<file path="src/decodePkg.sv">
package decodePkg;

    //////////////////////////////////////////////////
    // sizes.
    localparam int QUEUE_DEPTH = 4;
    localparam int QUEUE_PTR_W = $clog2(QUEUE_DEPTH);
    localparam int QUEUE_CNT_W = QUEUE_PTR_W + 1;
    localparam int ROB_DEPTH   = 8;
    localparam int ROB_CNT_W   = $clog2(ROB_DEPTH) + 1;
    localparam int NUM_REGS    = 32;

    // major opcodes, inst[6:0].
    localparam logic [6:0] OPC_LUI    = 7'b0110111;
    localparam logic [6:0] OPC_AUIPC  = 7'b0010111;
    localparam logic [6:0] OPC_JAL    = 7'b1101111;
    localparam logic [6:0] OPC_JALR   = 7'b1100111;
    localparam logic [6:0] OPC_BRANCH = 7'b1100011;
    localparam logic [6:0] OPC_LOAD   = 7'b0000011;
    localparam logic [6:0] OPC_STORE  = 7'b0100011;
    localparam logic [6:0] OPC_OPIMM  = 7'b0010011;
    localparam logic [6:0] OPC_OP     = 7'b0110011;

    //////////////////////////////////////////////////
    // scalar types.
    typedef logic [31:0]                  instT;
    typedef logic [31:0]                  addrT;
    typedef logic [31:0]                  dataT;
    typedef logic [31:0]                  immT;
    typedef logic [4:0]                   regNameT;
    typedef logic [$clog2(ROB_DEPTH)-1:0] tagT;   // rob index doubles as rename tag.

    typedef enum logic [5:0] {
        NOP, LUI, AUIPC, JAL, JALR,
        BEQ, BNE, BLT, BGE, BLTU, BGEU,
        LB, LH, LW, LBU, LHU,
        SB, SH, SW,
        ADDI, SLTI, SLTIU, XORI, ORI, ANDI, SLLI, SRLI, SRAI,
        ADD, SUB, SLL, SLT, SLTU, XOR, SRL, SRA, OR, AND
    } opT;

    //////////////////////////////////////////////////
    // bundles.
    typedef struct packed {
        instT inst;
        addrT pc;
        logic predTaken;
    } fetchT;

    typedef struct packed {
        opT      op;
        regNameT rs1;
        regNameT rs2;
        regNameT rd;
        immT     imm;
        addrT    pc;
        logic    predTaken;
        logic    writesRd;
    } decodedT;

    typedef struct packed {
        logic ready;   // value valid, else wait on tag.
        dataT value;
        tagT  tag;
    } operandT;

    typedef struct packed {
        opT      op;
        immT     imm;
        addrT    pc;
        logic    predTaken;
        regNameT rd;
        tagT     robTag;
        operandT src1;
        operandT src2;
    } dispatchT;

    typedef struct packed {
        regNameT rd;
        tagT     tag;
        dataT    value;
    } commitT;

endpackage

</file>
<file path="src/decoder.sv">
`timescale 1ns/1ps

module decoder import decodePkg::*; (
    input  fetchT   entry,
    output decodedT decoded
);

    instT       inst;
    logic [6:0] opcode;
    logic [2:0] funct3;
    logic [3:0] funct;

    assign inst   = entry.inst;
    assign opcode = inst[6:0];
    assign funct3 = inst[14:12];
    assign funct  = {inst[30], inst[14:12]};   // bit 30 picks sub/sra.

    always_comb begin
        decoded.rs1       = inst[19:15];
        decoded.rs2       = inst[24:20];
        decoded.rd        = inst[11:7];
        decoded.pc        = entry.pc;
        decoded.predTaken = entry.predTaken;
        decoded.writesRd  = (opcode != OPC_BRANCH) && (opcode != OPC_STORE);

        //////////////////////////////////////////////////
        // immediate formats.
        case (opcode)
            OPC_LUI, OPC_AUIPC: decoded.imm = {inst[31:12], 12'b0};
            OPC_JAL:            decoded.imm = {{12{inst[31]}}, inst[19:12], inst[20],
                                               inst[30:21], 1'b0};
            OPC_BRANCH:         decoded.imm = {{20{inst[31]}}, inst[7], inst[30:25],
                                               inst[11:8], 1'b0};
            OPC_JALR, OPC_OPIMM, OPC_LOAD:
                                decoded.imm = {{21{inst[31]}}, inst[30:20]};
            OPC_STORE:          decoded.imm = {{21{inst[31]}}, inst[30:25], inst[11:7]};
            default:            decoded.imm = '0;
        endcase

        //////////////////////////////////////////////////
        // operation select, undefined encodings fall to nop.
        decoded.op = NOP;
        case (opcode)
            OPC_LUI:   decoded.op = LUI;
            OPC_AUIPC: decoded.op = AUIPC;
            OPC_JAL:   decoded.op = JAL;
            OPC_JALR:  decoded.op = JALR;
            OPC_BRANCH: begin
                case (funct3)
                    3'b000:  decoded.op = BEQ;
                    3'b001:  decoded.op = BNE;
                    3'b100:  decoded.op = BLT;
                    3'b101:  decoded.op = BGE;
                    3'b110:  decoded.op = BLTU;
                    3'b111:  decoded.op = BGEU;
                    default: decoded.op = NOP;
                endcase
            end
            OPC_LOAD: begin
                case (funct3)
                    3'b000:  decoded.op = LB;
                    3'b001:  decoded.op = LH;
                    3'b010:  decoded.op = LW;
                    3'b100:  decoded.op = LBU;
                    3'b101:  decoded.op = LHU;
                    default: decoded.op = NOP;
                endcase
            end
            OPC_STORE: begin
                case (funct3)
                    3'b000:  decoded.op = SB;
                    3'b001:  decoded.op = SH;
                    3'b010:  decoded.op = SW;
                    default: decoded.op = NOP;
                endcase
            end
            OPC_OPIMM: begin
                // bit 30 is immediate here except on shifts.
                case (funct3)
                    3'b000:  decoded.op = ADDI;
                    3'b010:  decoded.op = SLTI;
                    3'b011:  decoded.op = SLTIU;
                    3'b100:  decoded.op = XORI;
                    3'b110:  decoded.op = ORI;
                    3'b111:  decoded.op = ANDI;
                    3'b001:  decoded.op = inst[30] ? NOP : SLLI;
                    default: decoded.op = inst[30] ? SRAI : SRLI;
                endcase
            end
            OPC_OP: begin
                case (funct)
                    4'b0000: decoded.op = ADD;
                    4'b1000: decoded.op = SUB;
                    4'b0001: decoded.op = SLL;
                    4'b0010: decoded.op = SLT;
                    4'b0011: decoded.op = SLTU;
                    4'b0100: decoded.op = XOR;
                    4'b0101: decoded.op = SRL;
                    4'b1101: decoded.op = SRA;
                    4'b0110: decoded.op = OR;
                    4'b0111: decoded.op = AND;
                    default: decoded.op = NOP;
                endcase
            end
            default: decoded.op = NOP;   // csr and system land here too.
        endcase
    end

endmodule

</file>
<file path="src/instQueue.sv">
`timescale 1ns/1ps

module instQueue import decodePkg::*; (
    input  logic  clk,
    input  logic  rst,
    input  logic  pushEn,
    input  fetchT pushEntry,
    input  logic  popEn,
    output logic  full,
    output logic  headValid,
    output fetchT headEntry
);

    fetchT                  mem [QUEUE_DEPTH];
    logic [QUEUE_PTR_W-1:0] wrPtr;
    logic [QUEUE_PTR_W-1:0] rdPtr;
    logic [QUEUE_CNT_W-1:0] count;
    logic                   doPush;
    logic                   doPop;

    assign full      = (count == QUEUE_CNT_W'(QUEUE_DEPTH));
    assign headValid = (count != '0);
    assign headEntry = mem[rdPtr];

    assign doPush = pushEn && !full;   // dropped when full.
    assign doPop  = popEn && headValid;

    // entry storage.
    always_ff @(posedge clk) begin
        if (doPush) begin
            mem[wrPtr] <= pushEntry;
        end
    end

    //////////////////////////////////////////////////
    // pointers and occupancy.
    always_ff @(posedge clk) begin
        if (rst) begin
            wrPtr <= '0;
            rdPtr <= '0;
            count <= '0;
        end else begin
            if (doPush) begin
                wrPtr <= wrPtr + 1'b1;   // depth is a power of two, wraps.
            end
            if (doPop) begin
                rdPtr <= rdPtr + 1'b1;
            end
            case ({doPush, doPop})
                2'b10:   count <= count + 1'b1;
                2'b01:   count <= count - 1'b1;
                default: count <= count;
            endcase
        end
    end

    // fetch must hold off while fetchReady is low.
    pushWhileFull: assert property (@(posedge clk) disable iff (rst) pushEn |-> !full)
        else $error("instQueue: push dropped while full");

endmodule

</file>
<file path="src/issueStage.sv">
`timescale 1ns/1ps

module issueStage import decodePkg::*; (
    input  logic     clk,
    input  logic     rst,
    input  logic     rdy,
    input  logic     fetchEn,
    input  fetchT    fetchEntry,
    output logic     fetchReady,
    output logic     dispatchValid,
    output dispatchT dispatchOut,
    input  logic     commitEn,
    input  dataT     commitValue,
    output regNameT  commitRd
);

    logic    queueFull;
    logic    headValid;
    logic    robFull;
    logic    dispatch;
    fetchT   headEntry;
    decodedT decoded;
    tagT     allocTag;
    operandT src1;
    operandT src2;
    commitT  commit;

    assign fetchReady = !queueFull;
    assign dispatch   = headValid && rdy && !robFull;
    assign commitRd   = commit.rd;

    instQueue queue0 (
        .clk(clk), .rst(rst), .pushEn(fetchEn), .pushEntry(fetchEntry), .popEn(dispatch),
        .full(queueFull), .headValid(headValid), .headEntry(headEntry)
    );

    decoder decoder0 (.entry(headEntry), .decoded(decoded));

    robAlloc rob0 (
        .clk(clk), .rst(rst), .allocEn(dispatch), .allocRd(decoded.rd), .allocTag(allocTag),
        .full(robFull), .commitEn(commitEn), .commitValue(commitValue), .commit(commit)
    );

    regStatus regStatus0 (
        .clk(clk), .rst(rst), .rs1(decoded.rs1), .rs2(decoded.rs2), .src1(src1), .src2(src2),
        .renameEn(dispatch && decoded.writesRd), .renameRd(decoded.rd), .renameTag(allocTag),
        .commitEn(commitEn), .commit(commit)
    );

    //////////////////////////////////////////////////
    // dispatch register.
    always_ff @(posedge clk) begin
        if (rst) begin
            dispatchValid <= 1'b0;
        end else begin
            dispatchValid <= dispatch;   // one cycle per dispatch.
        end
    end

    always_ff @(posedge clk) begin
        if (dispatch) begin
            dispatchOut <= '{op: decoded.op, imm: decoded.imm, pc: decoded.pc,
                             predTaken: decoded.predTaken, rd: decoded.rd,
                             robTag: allocTag, src1: src1, src2: src2};
        end
    end

endmodule

</file>
<file path="src/regStatus.sv">
`timescale 1ns/1ps

module regStatus import decodePkg::*; (
    input  logic    clk,
    input  logic    rst,
    input  regNameT rs1,
    input  regNameT rs2,
    output operandT src1,
    output operandT src2,
    input  logic    renameEn,
    input  regNameT renameRd,
    input  tagT     renameTag,
    input  logic    commitEn,
    input  commitT  commit
);

    dataT                value [NUM_REGS];
    tagT                 tag   [NUM_REGS];
    logic [NUM_REGS-1:0] busy;
    logic                doRename;
    logic                commitHit;

    assign doRename  = renameEn && (renameRd != '0);   // x0 never renamed.
    assign commitHit = commitEn && busy[commit.rd] && (tag[commit.rd] == commit.tag);

    //////////////////////////////////////////////////
    // operand lookup.
    function automatic operandT lookup(regNameT rs);
        operandT res;
        res = '0;
        if (rs == '0) begin
            res.ready = 1'b1;
        end else if (busy[rs] && commitEn && (tag[rs] == commit.tag)) begin
            res.ready = 1'b1;
            res.value = commit.value;   // producer retires this cycle.
        end else if (busy[rs]) begin
            res.tag = tag[rs];
        end else begin
            res.ready = 1'b1;
            res.value = value[rs];
        end
        return res;
    endfunction

    always_comb begin
        src1 = lookup(rs1);
        src2 = lookup(rs2);
    end

    //////////////////////////////////////////////////
    // busy and value update.
    always_ff @(posedge clk) begin
        if (rst) begin
            busy <= '0;
            for (int i = 0; i < NUM_REGS; i++) begin
                value[i] <= '0;
            end
        end else begin
            if (commitHit) begin
                value[commit.rd] <= commit.value;
                busy[commit.rd]  <= 1'b0;
            end
            if (doRename) begin
                busy[renameRd] <= 1'b1;   // younger rename beats the commit.
            end
        end
    end

    always_ff @(posedge clk) begin
        if (doRename) begin
            tag[renameRd] <= renameTag;
        end
    end

endmodule

</file>
<file path="src/robAlloc.sv">
`timescale 1ns/1ps

module robAlloc import decodePkg::*; (
    input  logic    clk,
    input  logic    rst,
    input  logic    allocEn,
    input  regNameT allocRd,
    output tagT     allocTag,
    output logic    full,
    input  logic    commitEn,
    input  dataT    commitValue,
    output commitT  commit
);

    regNameT              rdMem [ROB_DEPTH];
    tagT                  head;
    tagT                  tail;
    logic [ROB_CNT_W-1:0] count;
    logic                 empty;
    logic                 doAlloc;
    logic                 doCommit;

    assign full     = (count == ROB_CNT_W'(ROB_DEPTH));
    assign empty    = (count == '0);
    assign doAlloc  = allocEn && !full;
    assign doCommit = commitEn && !empty;
    assign allocTag = tail;   // next free slot.

    assign commit = '{rd: rdMem[head], tag: head, value: commitValue};

    always_ff @(posedge clk) begin
        if (doAlloc) begin
            rdMem[tail] <= allocRd;
        end
    end

    //////////////////////////////////////////////////
    // in-order allocate and retire.
    always_ff @(posedge clk) begin
        if (rst) begin
            head  <= '0;
            tail  <= '0;
            count <= '0;
        end else begin
            if (doAlloc) begin
                tail <= tail + 1'b1;
            end
            if (doCommit) begin
                head <= head + 1'b1;
            end
            case ({doAlloc, doCommit})
                2'b10:   count <= count + 1'b1;
                2'b01:   count <= count - 1'b1;
                default: count <= count;
            endcase
        end
    end

    // retirement must only be signalled for an instruction in flight.
    commitWhileEmpty: assert property (@(posedge clk) disable iff (rst) commitEn |-> !empty)
        else $error("robAlloc: commit with nothing in flight");

endmodule

</file>
<file path="config.mk">
export PLATFORM = sky130hd
export DESIGN_NAME = issueStage
export DESIGN_NICKNAME = d
export VERILOG_FILES = /design/src/decodePkg.sv /design/src/decoder.sv /design/src/instQueue.sv /design/src/issueStage.sv /design/src/regStatus.sv /design/src/robAlloc.sv
export SDC_FILE = /design/constraint.sdc
export NUM_CORES = 2
export LEC_CHECK = 0
export ABC_AREA = 1
export BUFFER_PORTS_ARGS = -buffer_cell sky130_fd_sc_hd__buf_2
export CAP_MARGIN = 20
export CORE_MARGIN = 1
export CORE_UTILIZATION = 45
export DETAILED_ROUTE_END_ITERATION = 8
export PLACE_DENSITY = 0.66
export SLEW_MARGIN = 25
export SYNTH_ARGS = -nofsm -noshare
export SYNTH_HDL_FRONTEND = slang
export SYNTH_SLANG_ARGS = --single-unit
</file>
<file path="constraint.sdc">
create_clock -name clk -period 5.9 [get_ports clk]
set_input_delay 0.885 -clock clk [delete_from_list [all_inputs] [get_ports clk]]
set_output_delay 0.885 -clock clk [all_outputs]
set_load 0.005 [all_outputs]
</file>
==> impl_metrics.py <==
metrics = {
    "run_status": {
        "status": "finished, final reports clean",
    },
    "synth": {
        "ys.flop_type": "edfxtp_1",
        "synth_edf_count": 1571,
        "synth_area_mm2": 0.08303,
        "ys_warn_count": 0,
        "avgSynthCellArea_um2": 8.911,
        "synthArstFlopShare_pct": 0,
        "yosysSeqAreaShare_pct": 58.14,
        "syn_inst": 9318,
        "yosysUniqueCellTypes": 54,
        "ys_ff_latch": 1626,
    },
    "setup_path": {
        "crit_path_start_kind": "flip-flop",
        "crit_type": "reg -> reg",
        "cp.required_ns": 6.47,
        "path_max_fanout": 85,
        "cp-end-kind": "flip-flop",
        "critPathArrivalTime_ns": 5.56,
    },
    "power_and_ir_drop": {
        "power.leakage_nw": 36.05,
        "p_per_area_mw_per_mm2": 510.0,
        "peakVddDrop_v": 0.0005625,
    },
    "final_layout": {
        "fill_cells": 16722,
        "mostFrequentLayoutCells": "nand2_1, edfxtp_1, nor2_1",
        "syn_to_final_growth_pct": 11.61,
        "layout_commonest_cell": "nand2_1",
        "nets": 9327,
        "drive_above_1_share_pct": 10.58,
        "fin_util_pct": 50.62,
        "final_cell_area_mm2": 0.09267,
        "regArea_mm2": 0.04828,
        "multiInputGateArea_mm2": 0.02936,
    },
    "timing": {
        "tightest_slew_ns": 1.195,
        "min_period_ns": 4.991,
        "clock.fmax_mhz": 200.4,
        "whs_ns": 0.2575,
        "finClkSkew_ns": 0.05901,
        "tns_ns": 0,
        "drv_slew": 0,
        "report.final.hold_viol_count": 0,
        "setup_viol": 0,
        "relSlewSlack_pct": 20.32,
        "finalCritPeriodShare_pct": 84.59,
        "rsz0062_at_grt": "no",
        "finalWorstSetupSlack_ns": 0.9092,
    },
    "routing": {
        "drt_iter0_markers": 11340,
        "wl_mm": 314.9,
        "vias": 72770,
        "vias_per_cell": 6.155,
        "drc": 0,
        "ant_nets": 0,
        "firstDrtPassIters": 9,
        "wl_per_cell_um": 26.64,
    },
    "die": {
        "rows": 157,
        "die-width_um": 431.5,
        "die_area_mm2": 0.1862,
        "io_pins": 260,
        "start_util_pct": 45.35,
        "fp.dieH_um": 431.5,
        "fp.coreArea_mm2": 0.1831,
    },
    "global_routing": {
        "grt_first_pass_wirelength_mm": 454.8,
        "antenna_found_initial": 19,
        "grt_max_degree": 205,
        "track_usage_pct": 33.03,
        "grt_overflow": 0,
        "grt_pass1_vias": 68333,
    },
    "placement": {
        "dp_slack_ns": 1.060,
        "placed_area_mm2": 0.08702,
        "place.gp.congestion": 0.9581,
        "portBuffers": 259,
        "post-dp-hpwl_mm": 186.4,
    },
    "clocking": {
        "cts_tree": "built",
        "cts_buffers": 174,
        "clk_latency_ns": 0.86,
        "cts_num_sinks": 1626,
        "postCtsSetupRepairBufs": 0,
        "clkTransAtPathRegs_ns": 0.06,
        "cts_resized": 0,
        "clockBufferDepth": 3,
        "cts_root_buf": "clkbuf_16",
        "hold_buffers": 0,
        "htreeDepth": 4,
    },
    "worst_hold_path": {
        "hp-class": "in -> reg",
    },
    "job": {
        "cap_violations": 0,
    },
}
-- Yosys cell counts, drive strengths merged (2+ instances only) --
master,instances,area share [%]
o2111ai,26,0.27
o311ai,6,0.063
a21oi,631,3.8
o21a,6,0.054
nor4,2,0.015
clkbuf,598,2.7
nor3,13,0.078
a211oi,4,0.036
ha,15,0.23
edfxtp,1571,57
nor2,1398,6.6
o221ai,117,1.2
or2,21,0.16
o221a,13,0.18
clkinv,9,0.041
inv,686,3.1
o22ai,49,0.37
a32o,7,0.084
a22oi,11,0.099
a31o,19,0.20
o211ai,200,1.8
nand2,2022,9.2
buf,171,1.1
dfxtp,55,1.3
a32oi,16,0.17
nand4,34,0.26
mux2i,5,0.060
nand3,592,3.7
a31oi,3,0.023
fa,2,0.048
nand3b,6,0.054
a221oi,3,0.032
o21ai,1001,6.0
-- per-layer routing --
layer | vias up | GRT usage (%) | share of wire (%)
met4 | 22 | 21.67 | 7.3
met5 | - | 0 | 0.035
met2 | 5419 | 49.80 | 44
li1 | 31632 | - | -
met3 | 1147 | 7.949 | 13
met1 | 34550 | 42.44 | 36
-- cell families after synthesis --
| logic type | synth area share, % |
|---|---|
| XOR/XNOR | 0.01055 |
| buffers and inverters | 6.967 |
| flip-flops | 58.14 |
| AO/OA/AOI/OAI | 14.50 |
| AND/OR/NAND/NOR | 20.05 |
| adder cells (fa/ha/maj) | 0.2743 |
| other | 0.004516 |
| multiplexers | 0.06028 |
-- power by group --
group	internal, W	total (W)	switching, W
clock	0.00625	0.0110	0.00480
combinational	0.00531	0.0216	0.0163
sequential	0.0141	0.0146	0.000482
-- final timing paths --
check,from,end,slack [ns],cells past startpoint
worst max register to register,flip-flop,dispatchOut[26],0.91,12
worst min register to register,queue0.count[0],queue0.count[0],0.47,1
worst min-delay path,fetchEntry[6],queue0.mem[0][6],0.26,1
worst max-delay path,flip-flop,dispatchOut[26],0.91,12
-- critical path: stages (launching register included) --
cell     delay, ns
dfxtp_4       0.42
buf_4         0.67
nor2_1        0.12
nor2_1        0.11
o21ai_0       0.15
nand2_4       0.15
buf_4         0.59
buf_4         0.82
nand2_1       0.13
o221a_2       0.35
o21ai_0       0.44
nand2_1       0.14
a21oi_1       0.60
-- registers in the layout, indices dropped and copies added (netlist names), named ones only --
register and count:
regStatus0.busy 32, dispatchValid 1, regStatus0.tag 96, queue0.mem 260, queue0.rdPtr 2, rob0.count 4
rob0.head 3, rob0.allocTag 3, queue0.count 3, rob0.rdMem 40, queue0.wrPtr 2, dispatchOut 151
regStatus0.value 1024
-- layout make-up --
cell class | instances | share of cell area, %
Sequential cell | 1626 | 52.10
Multi-Input combinational cell | 6230 | 31.69
Clock buffer | 217 | 4.962
Timing Repair Buffer | 481 | 3.926
Tap cell | 2464 | 3.327
Inverter | 695 | 2.868
Clock inverter | 103 | 1.115
Antenna cell | 7 | 0.01890
-- per-stage QoR --
| stage | power, W | cells |
|---|---|---|
| 2_1_floorplan | 0.02686 | 9320 |
| 3_3_place_gp | 0.03533 | 11496 |
| 3_5_place_dp | 0.03552 | 11496 |
| 4_1_cts | 0.04647 | 11816 |
| 5_1_grt | 0.04881 | 11818 |
| 6_report | 0.04726 | 11823 |
Note: power is estimated with default switching activity, not from simulation.
